[src/hdl/id_pkg.sv]
package id_pkg;

  // --------------------
  // Widths
  // --------------------
  localparam int unsigned XLEN       = 32;
  localparam int unsigned ILEN       = 32;
  localparam int unsigned REG_ADDR_W = 5;
  localparam int unsigned FU_W       = 3;
  localparam int unsigned OP_W       = 4;

  // --------------------
  // Functional units
  // --------------------
  localparam logic [FU_W-1:0] FU_NONE   = 3'd0;
  localparam logic [FU_W-1:0] FU_ALU    = 3'd1;
  localparam logic [FU_W-1:0] FU_LOAD   = 3'd2;
  localparam logic [FU_W-1:0] FU_STORE  = 3'd3;
  localparam logic [FU_W-1:0] FU_BRANCH = 3'd4;
  localparam logic [FU_W-1:0] FU_JUMP   = 3'd5;

  // --------------------
  // Major opcodes
  // --------------------
  localparam logic [6:0] OPC_OP     = 7'b0110011;
  localparam logic [6:0] OPC_OP_IMM = 7'b0010011;
  localparam logic [6:0] OPC_LOAD   = 7'b0000011;
  localparam logic [6:0] OPC_STORE  = 7'b0100011;
  localparam logic [6:0] OPC_BRANCH = 7'b1100011;
  localparam logic [6:0] OPC_JAL    = 7'b1101111;
  localparam logic [6:0] OPC_JALR   = 7'b1100111;
  localparam logic [6:0] OPC_LUI    = 7'b0110111;

  // Format views of one 32-bit instruction word
  typedef union packed {
    struct packed {
      logic [6:0] funct7;
      logic [4:0] rs2;
      logic [4:0] rs1;
      logic [2:0] funct3;
      logic [4:0] rd;
      logic [6:0] opcode;
    } r_type;
    struct packed {
      logic [11:0] imm;
      logic [4:0]  rs1;
      logic [2:0]  funct3;
      logic [4:0]  rd;
      logic [6:0]  opcode;
    } i_type;
    struct packed {
      logic [6:0] imm_hi;
      logic [4:0] rs2;
      logic [4:0] rs1;
      logic [2:0] funct3;
      logic [4:0] imm_lo;
      logic [6:0] opcode;
    } s_type;
    struct packed {
      logic       imm12;
      logic [5:0] imm10_5;
      logic [4:0] rs2;
      logic [4:0] rs1;
      logic [2:0] funct3;
      logic [3:0] imm4_1;
      logic       imm11;
      logic [6:0] opcode;
    } b_type;
  } instr_u;

endpackage

[src/hdl/compressed_expander.sv]
module compressed_expander (
  input  logic [id_pkg::ILEN-1:0] instr_i,
  output logic [id_pkg::ILEN-1:0] instr_o,
  output logic                    is_compressed_o,
  output logic                    illegal_o
);

  import id_pkg::*;

  logic [15:0] c_instr;
  logic [4:0]  c_rd_rs1;
  logic [4:0]  c_rs2;
  logic [4:0]  c_rd_p;
  logic [4:0]  c_rs1_p;

  assign c_instr  = instr_i[15:0];
  assign c_rd_rs1 = c_instr[11:7];
  assign c_rs2    = c_instr[6:2];
  // Primed register fields select x8 to x15
  assign c_rd_p   = {2'b01, c_instr[4:2]};
  assign c_rs1_p  = {2'b01, c_instr[9:7]};

  always_comb begin
    instr_o         = instr_i;
    is_compressed_o = (instr_i[1:0] != 2'b11);
    illegal_o       = 1'b0;

    if (is_compressed_o) begin
      illegal_o = 1'b1;
      unique case (c_instr[1:0])
        // --------------------
        // Quadrant 0
        // --------------------
        2'b00: begin
          if (c_instr[15:13] == 3'b010) begin
            // C.LW
            instr_o = {5'b0, c_instr[5], c_instr[12:10], c_instr[6], 2'b00,
                       c_rs1_p, 3'b010, c_rd_p, OPC_LOAD};
            illegal_o = 1'b0;
          end else if (c_instr[15:13] == 3'b110) begin
            // C.SW
            instr_o = {5'b0, c_instr[5], c_instr[12], c_rd_p, c_rs1_p, 3'b010,
                       c_instr[11:10], c_instr[6], 2'b00, OPC_STORE};
            illegal_o = 1'b0;
          end
        end
        // --------------------
        // Quadrant 1
        // --------------------
        2'b01: begin
          unique case (c_instr[15:13])
            3'b000: begin
              // C.ADDI
              instr_o = {{6{c_instr[12]}}, c_instr[12], c_instr[6:2], c_rd_rs1,
                         3'b000, c_rd_rs1, OPC_OP_IMM};
              illegal_o = 1'b0;
            end
            3'b010: begin
              // C.LI, an ADDI from x0
              instr_o = {{6{c_instr[12]}}, c_instr[12], c_instr[6:2], 5'b0,
                         3'b000, c_rd_rs1, OPC_OP_IMM};
              illegal_o = 1'b0;
            end
            3'b101: begin
              // C.J becomes JAL x0
              instr_o = {c_instr[12], c_instr[8], c_instr[10:9], c_instr[6],
                         c_instr[7], c_instr[2], c_instr[11], c_instr[5:3],
                         c_instr[12], {8{c_instr[12]}}, 5'b0, OPC_JAL};
              illegal_o = 1'b0;
            end
            3'b110, 3'b111: begin
              // C.BEQZ and C.BNEZ, funct3 bit 0 taken from bit 13
              instr_o = {c_instr[12], {3{c_instr[12]}}, c_instr[6:5], c_instr[2],
                         5'b0, c_rs1_p, 2'b00, c_instr[13], c_instr[11:10],
                         c_instr[4:3], c_instr[12], OPC_BRANCH};
              illegal_o = 1'b0;
            end
            default: begin
              illegal_o = 1'b1;
            end
          endcase
        end
        // --------------------
        // Quadrant 2
        // --------------------
        2'b10: begin
          if (c_instr[15:13] == 3'b100) begin
            if (!c_instr[12]) begin
              if (c_rs2 != 5'd0) begin
                // C.MV
                instr_o   = {7'b0, c_rs2, 5'b0, 3'b000, c_rd_rs1, OPC_OP};
                illegal_o = 1'b0;
              end else if (c_rd_rs1 != 5'd0) begin
                // C.JR, rs1 of x0 is reserved
                instr_o   = {12'b0, c_rd_rs1, 3'b000, 5'b0, OPC_JALR};
                illegal_o = 1'b0;
              end
            end else if (c_rs2 != 5'd0) begin
              // C.ADD; C.JALR and C.EBREAK are not supported
              instr_o   = {7'b0, c_rs2, c_rd_rs1, 3'b000, c_rd_rs1, OPC_OP};
              illegal_o = 1'b0;
            end
          end
        end
        default: begin
          illegal_o = 1'b1;
        end
      endcase

      // Unsupported words leave the expander as they came in
      if (illegal_o) begin
        instr_o = instr_i;
      end
    end
  end

endmodule

[src/hdl/id_stage.sv]
module id_stage (
  input  logic                          clk_i,
  input  logic                          rst_ni,
  input  logic                          flush_i,
  input  logic                          fetch_valid_i,
  input  logic [id_pkg::ILEN-1:0]       fetch_instr_i,
  input  logic [id_pkg::XLEN-1:0]       fetch_pc_i,
  output logic                          fetch_ready_o,
  output logic                          issue_valid_o,
  input  logic                          issue_ack_i,
  output logic [id_pkg::FU_W-1:0]       fu_o,
  output logic [id_pkg::OP_W-1:0]       op_o,
  output logic [id_pkg::REG_ADDR_W-1:0] rs1_o,
  output logic [id_pkg::REG_ADDR_W-1:0] rs2_o,
  output logic [id_pkg::REG_ADDR_W-1:0] rd_o,
  output logic [id_pkg::XLEN-1:0]       imm_o,
  output logic                          use_imm_o,
  output logic                          illegal_o,
  output logic                          is_ctrl_flow_o,
  output logic                          is_compressed_o,
  output logic [id_pkg::ILEN-1:0]       orig_instr_o,
  output logic [id_pkg::XLEN-1:0]       pc_o
);

  import id_pkg::*;

  logic [ILEN-1:0]       exp_instr;
  logic                  exp_is_compressed;
  logic                  exp_illegal;
  logic [FU_W-1:0]       dec_fu;
  logic [OP_W-1:0]       dec_op;
  logic [REG_ADDR_W-1:0] dec_rs1;
  logic [REG_ADDR_W-1:0] dec_rs2;
  logic [REG_ADDR_W-1:0] dec_rd;
  logic [XLEN-1:0]       dec_imm;
  logic                  dec_use_imm;
  logic                  dec_illegal;
  logic                  dec_is_ctrl_flow;

  compressed_expander u_expander (
    .instr_i        (fetch_instr_i),
    .instr_o        (exp_instr),
    .is_compressed_o(exp_is_compressed),
    .illegal_o      (exp_illegal)
  );

  instr_decoder u_decoder (
    .instr_i        (exp_instr),
    .illegal_c_i    (exp_illegal),
    .is_compressed_i(exp_is_compressed),
    .fu_o           (dec_fu),
    .op_o           (dec_op),
    .rs1_o          (dec_rs1),
    .rs2_o          (dec_rs2),
    .rd_o           (dec_rd),
    .imm_o          (dec_imm),
    .use_imm_o      (dec_use_imm),
    .illegal_o      (dec_illegal),
    .is_ctrl_flow_o (dec_is_ctrl_flow)
  );

  // The issue side sees the fetch word before expansion
  issue_register u_issue_reg (
    .clk_i          (clk_i),
    .rst_ni         (rst_ni),
    .flush_i        (flush_i),
    .fetch_valid_i  (fetch_valid_i),
    .fetch_pc_i     (fetch_pc_i),
    .orig_instr_i   (fetch_instr_i),
    .fu_i           (dec_fu),
    .op_i           (dec_op),
    .rs1_i          (dec_rs1),
    .rs2_i          (dec_rs2),
    .rd_i           (dec_rd),
    .imm_i          (dec_imm),
    .use_imm_i      (dec_use_imm),
    .illegal_i      (dec_illegal),
    .is_ctrl_flow_i (dec_is_ctrl_flow),
    .is_compressed_i(exp_is_compressed),
    .issue_ack_i    (issue_ack_i),
    .fetch_ready_o  (fetch_ready_o),
    .issue_valid_o  (issue_valid_o),
    .fu_o           (fu_o),
    .op_o           (op_o),
    .rs1_o          (rs1_o),
    .rs2_o          (rs2_o),
    .rd_o           (rd_o),
    .imm_o          (imm_o),
    .use_imm_o      (use_imm_o),
    .illegal_o      (illegal_o),
    .is_ctrl_flow_o (is_ctrl_flow_o),
    .is_compressed_o(is_compressed_o),
    .orig_instr_o   (orig_instr_o),
    .pc_o           (pc_o)
  );

endmodule

[src/hdl/instr_decoder.sv]
module instr_decoder (
  input  logic [id_pkg::ILEN-1:0]       instr_i,
  input  logic                          illegal_c_i,
  input  logic                          is_compressed_i,
  output logic [id_pkg::FU_W-1:0]       fu_o,
  output logic [id_pkg::OP_W-1:0]       op_o,
  output logic [id_pkg::REG_ADDR_W-1:0] rs1_o,
  output logic [id_pkg::REG_ADDR_W-1:0] rs2_o,
  output logic [id_pkg::REG_ADDR_W-1:0] rd_o,
  output logic [id_pkg::XLEN-1:0]       imm_o,
  output logic                          use_imm_o,
  output logic                          illegal_o,
  output logic                          is_ctrl_flow_o
);

  import id_pkg::*;

  instr_u          instr;
  logic [XLEN-1:0] imm_i_type;
  logic [XLEN-1:0] imm_s_type;
  logic [XLEN-1:0] imm_b_type;
  logic [XLEN-1:0] imm_j_type;
  logic [XLEN-1:0] imm_u_type;
  logic            illegal_32;

  assign instr = instr_i;

  // --------------------
  // Immediates
  // --------------------
  assign imm_i_type = {{20{instr.i_type.imm[11]}}, instr.i_type.imm};
  assign imm_s_type = {{20{instr.s_type.imm_hi[6]}}, instr.s_type.imm_hi, instr.s_type.imm_lo};
  assign imm_b_type = {{19{instr.b_type.imm12}}, instr.b_type.imm12, instr.b_type.imm11,
                       instr.b_type.imm10_5, instr.b_type.imm4_1, 1'b0};
  assign imm_j_type = {{12{instr_i[31]}}, instr_i[19:12], instr_i[20], instr_i[30:21], 1'b0};
  assign imm_u_type = {instr_i[31:12], 12'b0};

  // --------------------
  // Opcode decode
  // --------------------
  always_comb begin
    fu_o           = FU_NONE;
    op_o           = '0;
    rs1_o          = '0;
    rs2_o          = '0;
    rd_o           = '0;
    imm_o          = '0;
    use_imm_o      = 1'b0;
    is_ctrl_flow_o = 1'b0;
    illegal_32     = 1'b0;

    unique case (instr.r_type.opcode)
      OPC_OP: begin
        fu_o  = FU_ALU;
        rs1_o = instr.r_type.rs1;
        rs2_o = instr.r_type.rs2;
        rd_o  = instr.r_type.rd;
        op_o  = {instr.r_type.funct7[5], instr.r_type.funct3};
        // Alternate funct7 is only defined for SUB and SRA
        if (instr.r_type.funct7 == 7'b0100000) begin
          illegal_32 = !(instr.r_type.funct3 inside {3'b000, 3'b101});
        end else begin
          illegal_32 = (instr.r_type.funct7 != 7'b0000000);
        end
      end
      OPC_OP_IMM: begin
        fu_o      = FU_ALU;
        rs1_o     = instr.i_type.rs1;
        rd_o      = instr.i_type.rd;
        imm_o     = imm_i_type;
        use_imm_o = 1'b1;
        // SRAI shares the SRA operation code
        op_o      = {(instr.i_type.funct3 == 3'b101) && instr_i[30], instr.i_type.funct3};
      end
      OPC_LOAD: begin
        fu_o       = FU_LOAD;
        rs1_o      = instr.i_type.rs1;
        rd_o       = instr.i_type.rd;
        imm_o      = imm_i_type;
        use_imm_o  = 1'b1;
        illegal_32 = (instr.i_type.funct3 != 3'b010);
      end
      OPC_STORE: begin
        fu_o       = FU_STORE;
        rs1_o      = instr.s_type.rs1;
        rs2_o      = instr.s_type.rs2;
        imm_o      = imm_s_type;
        use_imm_o  = 1'b1;
        illegal_32 = (instr.s_type.funct3 != 3'b010);
      end
      OPC_BRANCH: begin
        fu_o           = FU_BRANCH;
        rs1_o          = instr.b_type.rs1;
        rs2_o          = instr.b_type.rs2;
        imm_o          = imm_b_type;
        op_o           = {1'b0, instr.b_type.funct3};
        is_ctrl_flow_o = 1'b1;
        illegal_32     = instr.b_type.funct3 inside {3'b010, 3'b011};
      end
      OPC_JAL: begin
        fu_o           = FU_JUMP;
        rd_o           = instr.r_type.rd;
        imm_o          = imm_j_type;
        use_imm_o      = 1'b1;
        is_ctrl_flow_o = 1'b1;
      end
      OPC_JALR: begin
        fu_o           = FU_JUMP;
        rs1_o          = instr.i_type.rs1;
        rd_o           = instr.i_type.rd;
        imm_o          = imm_i_type;
        use_imm_o      = 1'b1;
        is_ctrl_flow_o = 1'b1;
      end
      OPC_LUI: begin
        fu_o      = FU_ALU;
        rd_o      = instr.r_type.rd;
        imm_o     = imm_u_type;
        use_imm_o = 1'b1;
      end
      default: begin
        illegal_32 = 1'b1;
      end
    endcase

    // The expander flag only has meaning for a compressed word
    illegal_o = illegal_32 || (illegal_c_i && is_compressed_i);
    if (illegal_o) begin
      fu_o           = FU_NONE;
      is_ctrl_flow_o = 1'b0;
    end
  end

endmodule

[src/hdl/issue_register.sv]
module issue_register (
  input  logic                          clk_i,
  input  logic                          rst_ni,
  input  logic                          flush_i,
  input  logic                          fetch_valid_i,
  input  logic [id_pkg::XLEN-1:0]       fetch_pc_i,
  input  logic [id_pkg::ILEN-1:0]       orig_instr_i,
  input  logic [id_pkg::FU_W-1:0]       fu_i,
  input  logic [id_pkg::OP_W-1:0]       op_i,
  input  logic [id_pkg::REG_ADDR_W-1:0] rs1_i,
  input  logic [id_pkg::REG_ADDR_W-1:0] rs2_i,
  input  logic [id_pkg::REG_ADDR_W-1:0] rd_i,
  input  logic [id_pkg::XLEN-1:0]       imm_i,
  input  logic                          use_imm_i,
  input  logic                          illegal_i,
  input  logic                          is_ctrl_flow_i,
  input  logic                          is_compressed_i,
  input  logic                          issue_ack_i,
  output logic                          fetch_ready_o,
  output logic                          issue_valid_o,
  output logic [id_pkg::FU_W-1:0]       fu_o,
  output logic [id_pkg::OP_W-1:0]       op_o,
  output logic [id_pkg::REG_ADDR_W-1:0] rs1_o,
  output logic [id_pkg::REG_ADDR_W-1:0] rs2_o,
  output logic [id_pkg::REG_ADDR_W-1:0] rd_o,
  output logic [id_pkg::XLEN-1:0]       imm_o,
  output logic                          use_imm_o,
  output logic                          illegal_o,
  output logic                          is_ctrl_flow_o,
  output logic                          is_compressed_o,
  output logic [id_pkg::ILEN-1:0]       orig_instr_o,
  output logic [id_pkg::XLEN-1:0]       pc_o
);

  import id_pkg::*;

  logic valid_q;
  logic valid_d;
  logic transfer;

  // Space frees up in the same cycle the issue side takes the entry
  assign fetch_ready_o = !valid_q || issue_ack_i;
  assign transfer      = fetch_valid_i && fetch_ready_o;
  assign issue_valid_o = valid_q;

  always_comb begin
    valid_d = valid_q;
    if (issue_ack_i) begin
      valid_d = 1'b0;
    end
    if (transfer) begin
      valid_d = 1'b1;
    end
    // Flush wins, a fetch taken in this cycle is dropped
    if (flush_i) begin
      valid_d = 1'b0;
    end
  end

  always_ff @(posedge clk_i or negedge rst_ni) begin
    if (!rst_ni) begin
      valid_q <= 1'b0;
    end else begin
      valid_q <= valid_d;
    end
  end

  // --------------------
  // Entry payload
  // --------------------
  always_ff @(posedge clk_i) begin
    if (transfer) begin
      fu_o            <= fu_i;
      op_o            <= op_i;
      rs1_o           <= rs1_i;
      rs2_o           <= rs2_i;
      rd_o            <= rd_i;
      imm_o           <= imm_i;
      use_imm_o       <= use_imm_i;
      illegal_o       <= illegal_i;
      is_ctrl_flow_o  <= is_ctrl_flow_i;
      is_compressed_o <= is_compressed_i;
      orig_instr_o    <= orig_instr_i;
      pc_o            <= fetch_pc_i;
    end
  end

endmodule

[config.mk]
export PLATFORM = sky130hd
export DESIGN_NAME = id_stage
export DESIGN_NICKNAME = d
export VERILOG_FILES = /design/src/hdl/id_pkg.sv /design/src/hdl/compressed_expander.sv /design/src/hdl/id_stage.sv /design/src/hdl/instr_decoder.sv /design/src/hdl/issue_register.sv
export SDC_FILE = /design/constraint.sdc
export NUM_CORES = 1
export LEC_CHECK = 0
export BUFFER_PORTS_ARGS = -buffer_cell sky130_fd_sc_hd__buf_4
export CAP_MARGIN = 40
export CORE_MARGIN = 4
export CORE_UTILIZATION = 56
export CTS_CLUSTER_DIAMETER = 40
export DETAILED_ROUTE_END_ITERATION = 10
export GPL_TIMING_DRIVEN = 1
export PLACE_DENSITY = 0.86
export SETUP_SLACK_MARGIN = 0.2
export SYNTH_ARGS = -nofsm -noshare
export SYNTH_HDL_FRONTEND = slang
export SYNTH_SLANG_ARGS = --single-unit
[constraint.sdc]
create_clock -name clk_i -period 11.15 [get_ports clk_i]
set_input_delay 2.23 -clock clk_i [delete_from_list [all_inputs] [get_ports clk_i]]
set_output_delay 2.23 -clock clk_i [all_outputs]
set_load 0.005 [all_outputs]
==> flow_summary.json <==
{
  "worst-setup-path-type": "in2reg",
  "critical_path.n_buffers_inverters": 1,
  "first_global_vias": 5682,
  "worstSetupStartpointType": "input pin",
  "gpl.final_weighted_congestion": 1.035,
  "worst_skew_pair.late_latency_ns": 0.53,
  "synth_area_leader": "sky130_fd_sc_hd__edfxtp_1",
  "mappedNetlistArea_um2": 6197,
  "fraction_of_synthesis_flops_using_an_asynchronous_set_or_reset_pin": 0.008130,
  "yosys-mux-area-fraction": 0.006663,
  "finalHoldViolCount": 0,
  "initial_utilization": 0.5717,
  "cts_made_buffers": 17,
  "final.setup.tns_ns": 0,
  "io_buffers": 192,
  "number_of_h_tree_levels": 4,
  "areaGrowthSynthToFinish_pct": 34.34,
  "fraction_of_layout_cells_with_a_size_suffix_above_1": 0.3356,
  "first_pass_grt_wire_length_mm": 34.04,
  "post_synthesis_adder_cell_area_fraction": 0,
  "grt_setup_unrepaired": "no",
  "gr-total-overflow": 0,
  "worstHoldPathType": "reg2reg",
  "cts.repair.resized": 0,
  "die-area_um2": 12810,
  "run_status": "complete, no violations",
  "cell_by_cell_trace_of_the_critical_path": "buf_4, or4_4, nand2b_1, o21bai_4, nand2_1, a21boi_2, nand3_1, o21a_1, o21ai_1",
  "ys.warnings.count": 0,
  "global_routing_met3_resource_utilization": 0.09198,
  "fillcell_total": 699,
  "timing_worst_slew_pin_value_ns": 0.7882,
  "max_slew_margin": 0.4745,
  "clock_skew_ns": 0.01113,
  "layoutNonFillerInstCount": 876,
  "cp_max_fo": 15,
  "fp.dieW_um": 113.2,
  "main_combinational_cell_family_by_area_after_synthesis": "compound AO/OA/AOI/OAI gates",
  "crit_path_end_kind": "flop",
  "layout_min_cycle_time_ns": 5.252,
  "cts_sinks": 123,
  "clock-root-buffer": "sky130_fd_sc_hd__clkbuf_8",
  "max_cap_violations": 0,
  "vias_per_cell": 6.686,
  "final_min_period_over_clock_period": 0.4711,
  "synth-edff-count": 122,
  "place_inst": 844,
  "timing.critical_path.max_delay_family": "simple AND/OR/NAND/NOR gates",
  "synth_cells": 542,
  "synthXorXnorAreaFrac": 0,
  "finalWirelength_mm": 22.42,
  "stdcell_area_um2": 8325,
  "floorplan.rows": 38,
  "die_h_um": 113.2,
  "p_leak_nw": 3.279,
  "synth_nets": 611,
  "grt_antenna_before_repair": 0,
  "synth.top_cell.area_share": 0.5912,
  "postPlaceCellArea_um2": 7694,
  "grt_util_all_layers": 0.3513,
  "master_of_the_slowest_instance_on_the_critical_path": "sky130_fd_sc_hd__or4_4",
  "data_arrival_critical_path_ns": 5.61,
  "synth_compound_gate_area_share": 0.2279,
  "worst_case_clock_buffer_depth": 2,
  "use_met2": 0.5841,
  "cts_tree": "yes",
  "detail_route.iter0.violations": 904,
  "hpwl_mm": 15.60,
  "ys_top_cells_by_area": "sky130_fd_sc_hd__edfxtp_1 (59%), sky130_fd_sc_hd__o21ai_0 (4.8%), sky130_fd_sc_hd__nand2_1 (3.0%), sky130_fd_sc_hd__nor2_1 (2.6%), sky130_fd_sc_hd__a21oi_1 (1.9%)",
  "slew_viol_final": 0,
  "num_io_pins": 193,
  "antenna_cells": 0,
  "setup_violators_final": 0,
  "fmaxAchievable_mhz": 190.4,
  "peak_supply_drop_v": 0.00009376,
  "yosys_most_used_dff": "sky130_fd_sc_hd__edfxtp_1",
  "post_route_ant_nets": 0,
  "largest_net_degree_at_the_start_of_global_routing": 48,
  "met1_usage": 0.4279,
  "grt-busiest-layer": "met2",
  "postSynthAreaPerCell_um2": 11.43,
  "netlist-cell-type-count": 79,
  "synth-seq-area-share": 0.5952,
  "coreArea_um2": 10840,
  "design.final.nets": 792,
  "drc": 0,
  "pwr_per_cell_area_nw_per_um2": 164.1,
  "synth-seq-cells": 123,
  "detailroute.via_count": 5857,
  "holdBufCountCts": 0,
  "drt-wirelength-per-cell_um": 25.59,
  "post_cts.repair.setup_buffers": 0,
  "cp.required_ns": 11.51,
  "basic_gate_share_of_the_synthesized_area_counting_and_or_nand_and_nor_cells": 0.1375,
  "dr.pass1.iters": 7,
  "clk_transition_reported_paths_ns": 0.06,
  "critPathMaxStageDelay_ns": 0.58
}
==> tightest hold or removal path, delay by kind of cell, from the launching register on <==
kind / cells / cell delay [ns]
flops: 1 / 0.39
simple gates: 1 / 0.16
compound gates: 1 / 0.09
==> sequential cells by signal, summed over array words and instances, names as in the netlist <==
signal / count
u_issue_reg.illegal_o: 1
u_issue_reg.issue_valid_o: 1
u_issue_reg.imm_o: 32
u_issue_reg.rd_o: 5
u_issue_reg.is_compressed_o: 1
u_issue_reg.pc_o: 32
u_issue_reg.fu_o: 3
u_issue_reg.use_imm_o: 1
u_issue_reg.is_ctrl_flow_o: 1
u_issue_reg.op_o: 4
u_issue_reg.rs1_o: 5
u_issue_reg.orig_instr_o: 32
u_issue_reg.rs2_o: 5
==> metrics by stage <==
| step | total power, mW | hold WS [ns] | utilization | worst slack, ns |
|---|---|---|---|---|
| floorplan | 0.6696 | 0.5921 | - | 5.449 |
| global placement | 0.7681 | 0.5912 | 0.7079 | 5.708 |
| global route | 1.409 | 0.7033 | 0.7680 | 5.839 |
| CTS | 1.363 | 0.6754 | 0.7680 | 6.067 |
| detailed placement | 0.7766 | 0.6732 | 0.7097 | 5.567 |
| finish | 1.366 | 0.6725 | 0.7680 | 5.898 |
==> where the power goes <==
part	switching [mW]	internal, mW	total (mW)
registers	0.0118	0.548	0.560
clock network	0.212	0.378	0.590
logic	0.129	0.0875	0.217
total	0.353	1.01	1.37
==> cells by family (layout without fill, tap and decap cells) <==
logic type / after synthesis / count (layout)
AOI/OAI and AO/OA: 199 / 199
buffers and inverters: 45 / 239
and+or+nand+nor: 171 / 171
DFF: 123 / 123
muxes: 4 / 4
==> placed cells by master (no fill, tap or decap), types with 7 or more instances in the layout <==
master,count
sky130_fd_sc_hd__inv_1,10
sky130_fd_sc_hd__o21ai_1,9
sky130_fd_sc_hd__buf_4,194
sky130_fd_sc_hd__o21a_1,8
sky130_fd_sc_hd__nand3_1,13
sky130_fd_sc_hd__nor2_1,43
sky130_fd_sc_hd__and2_1,11
sky130_fd_sc_hd__clkbuf_16,16
sky130_fd_sc_hd__a21oi_1,24
sky130_fd_sc_hd__a32oi_1,7
sky130_fd_sc_hd__edfxtp_1,122
sky130_fd_sc_hd__a31oi_1,9
sky130_fd_sc_hd__nor3_1,10
sky130_fd_sc_hd__o21ai_0,60
sky130_fd_sc_hd__nor2b_1,14
sky130_fd_sc_hd__o211ai_1,7
sky130_fd_sc_hd__nand2_1,50
==> cells in the mapped netlist, drive strengths merged (4+ instances only) <==
cell type,number
edfxtp,122
o21ai,70
nand2,50
nor2,44
a21oi,24
clkbuf,20
nor2b,14
buf,13
nand3,13
and2,12
inv,10
nor3,10
a31oi,9
a32oi,8
o21a,8
o211ai,7
a22oi,6
nand2b,6
o2111ai,6
o2bb2ai,6
a22o,5
o22ai,5
a21boi,4
a2bb2oi,4
nand4,4
o21bai,4
==> layout make-up <==
cell class,instances,area (µm²),area share
Clock inverter,12,186.4,0.02239
Inverter,12,45.04,0.005410
Clock buffer,20,445.4,0.05350
Sequential cell,123,3689,0.4430
Multi-Input combinational cell,374,2308,0.2773
Tap cell,140,175.2,0.02104
Timing Repair Buffer,195,1476,0.1773
==> per-layer routing <==
metal | wire (µm) | vias to the layer above
li1 | - | 2483
met1 | 7698 | 2685
met2 | 10790 | 573
met3 | 2642 | 116
met4 | 1289 | 0
met5 | 0 | -
==> path summary, 6_finish.rpt <==
check | depth (start not counted) | from | slack (ns) | to
min in group asynchronous | 1 | rst_ni | 1.46 | u_issue_reg.issue_valid_o$_DFFE_PN0P_
max in group asynchronous | 1 | rst_ni | 9.61 | u_issue_reg.issue_valid_o$_DFFE_PN0P_
setup / recovery | 9 | fetch_instr_i[2] | 5.90 | u_issue_reg.imm_o[14]$_DFFE_PP_
setup reg to reg | 4 | u_issue_reg.issue_valid_o$_DFFE_PN0P_ | 8.87 | u_issue_reg.rs1_o[3]$_SDFFCE_PN0P_
hold / removal | 2 | u_issue_reg.issue_valid_o$_DFFE_PN0P_ | 0.67 | u_issue_reg.issue_valid_o$_DFFE_PN0P_
hold reg to reg | 2 | u_issue_reg.issue_valid_o$_DFFE_PN0P_ | 0.67 | u_issue_reg.issue_valid_o$_DFFE_PN0P_
(Power assumes the default switching activity.)
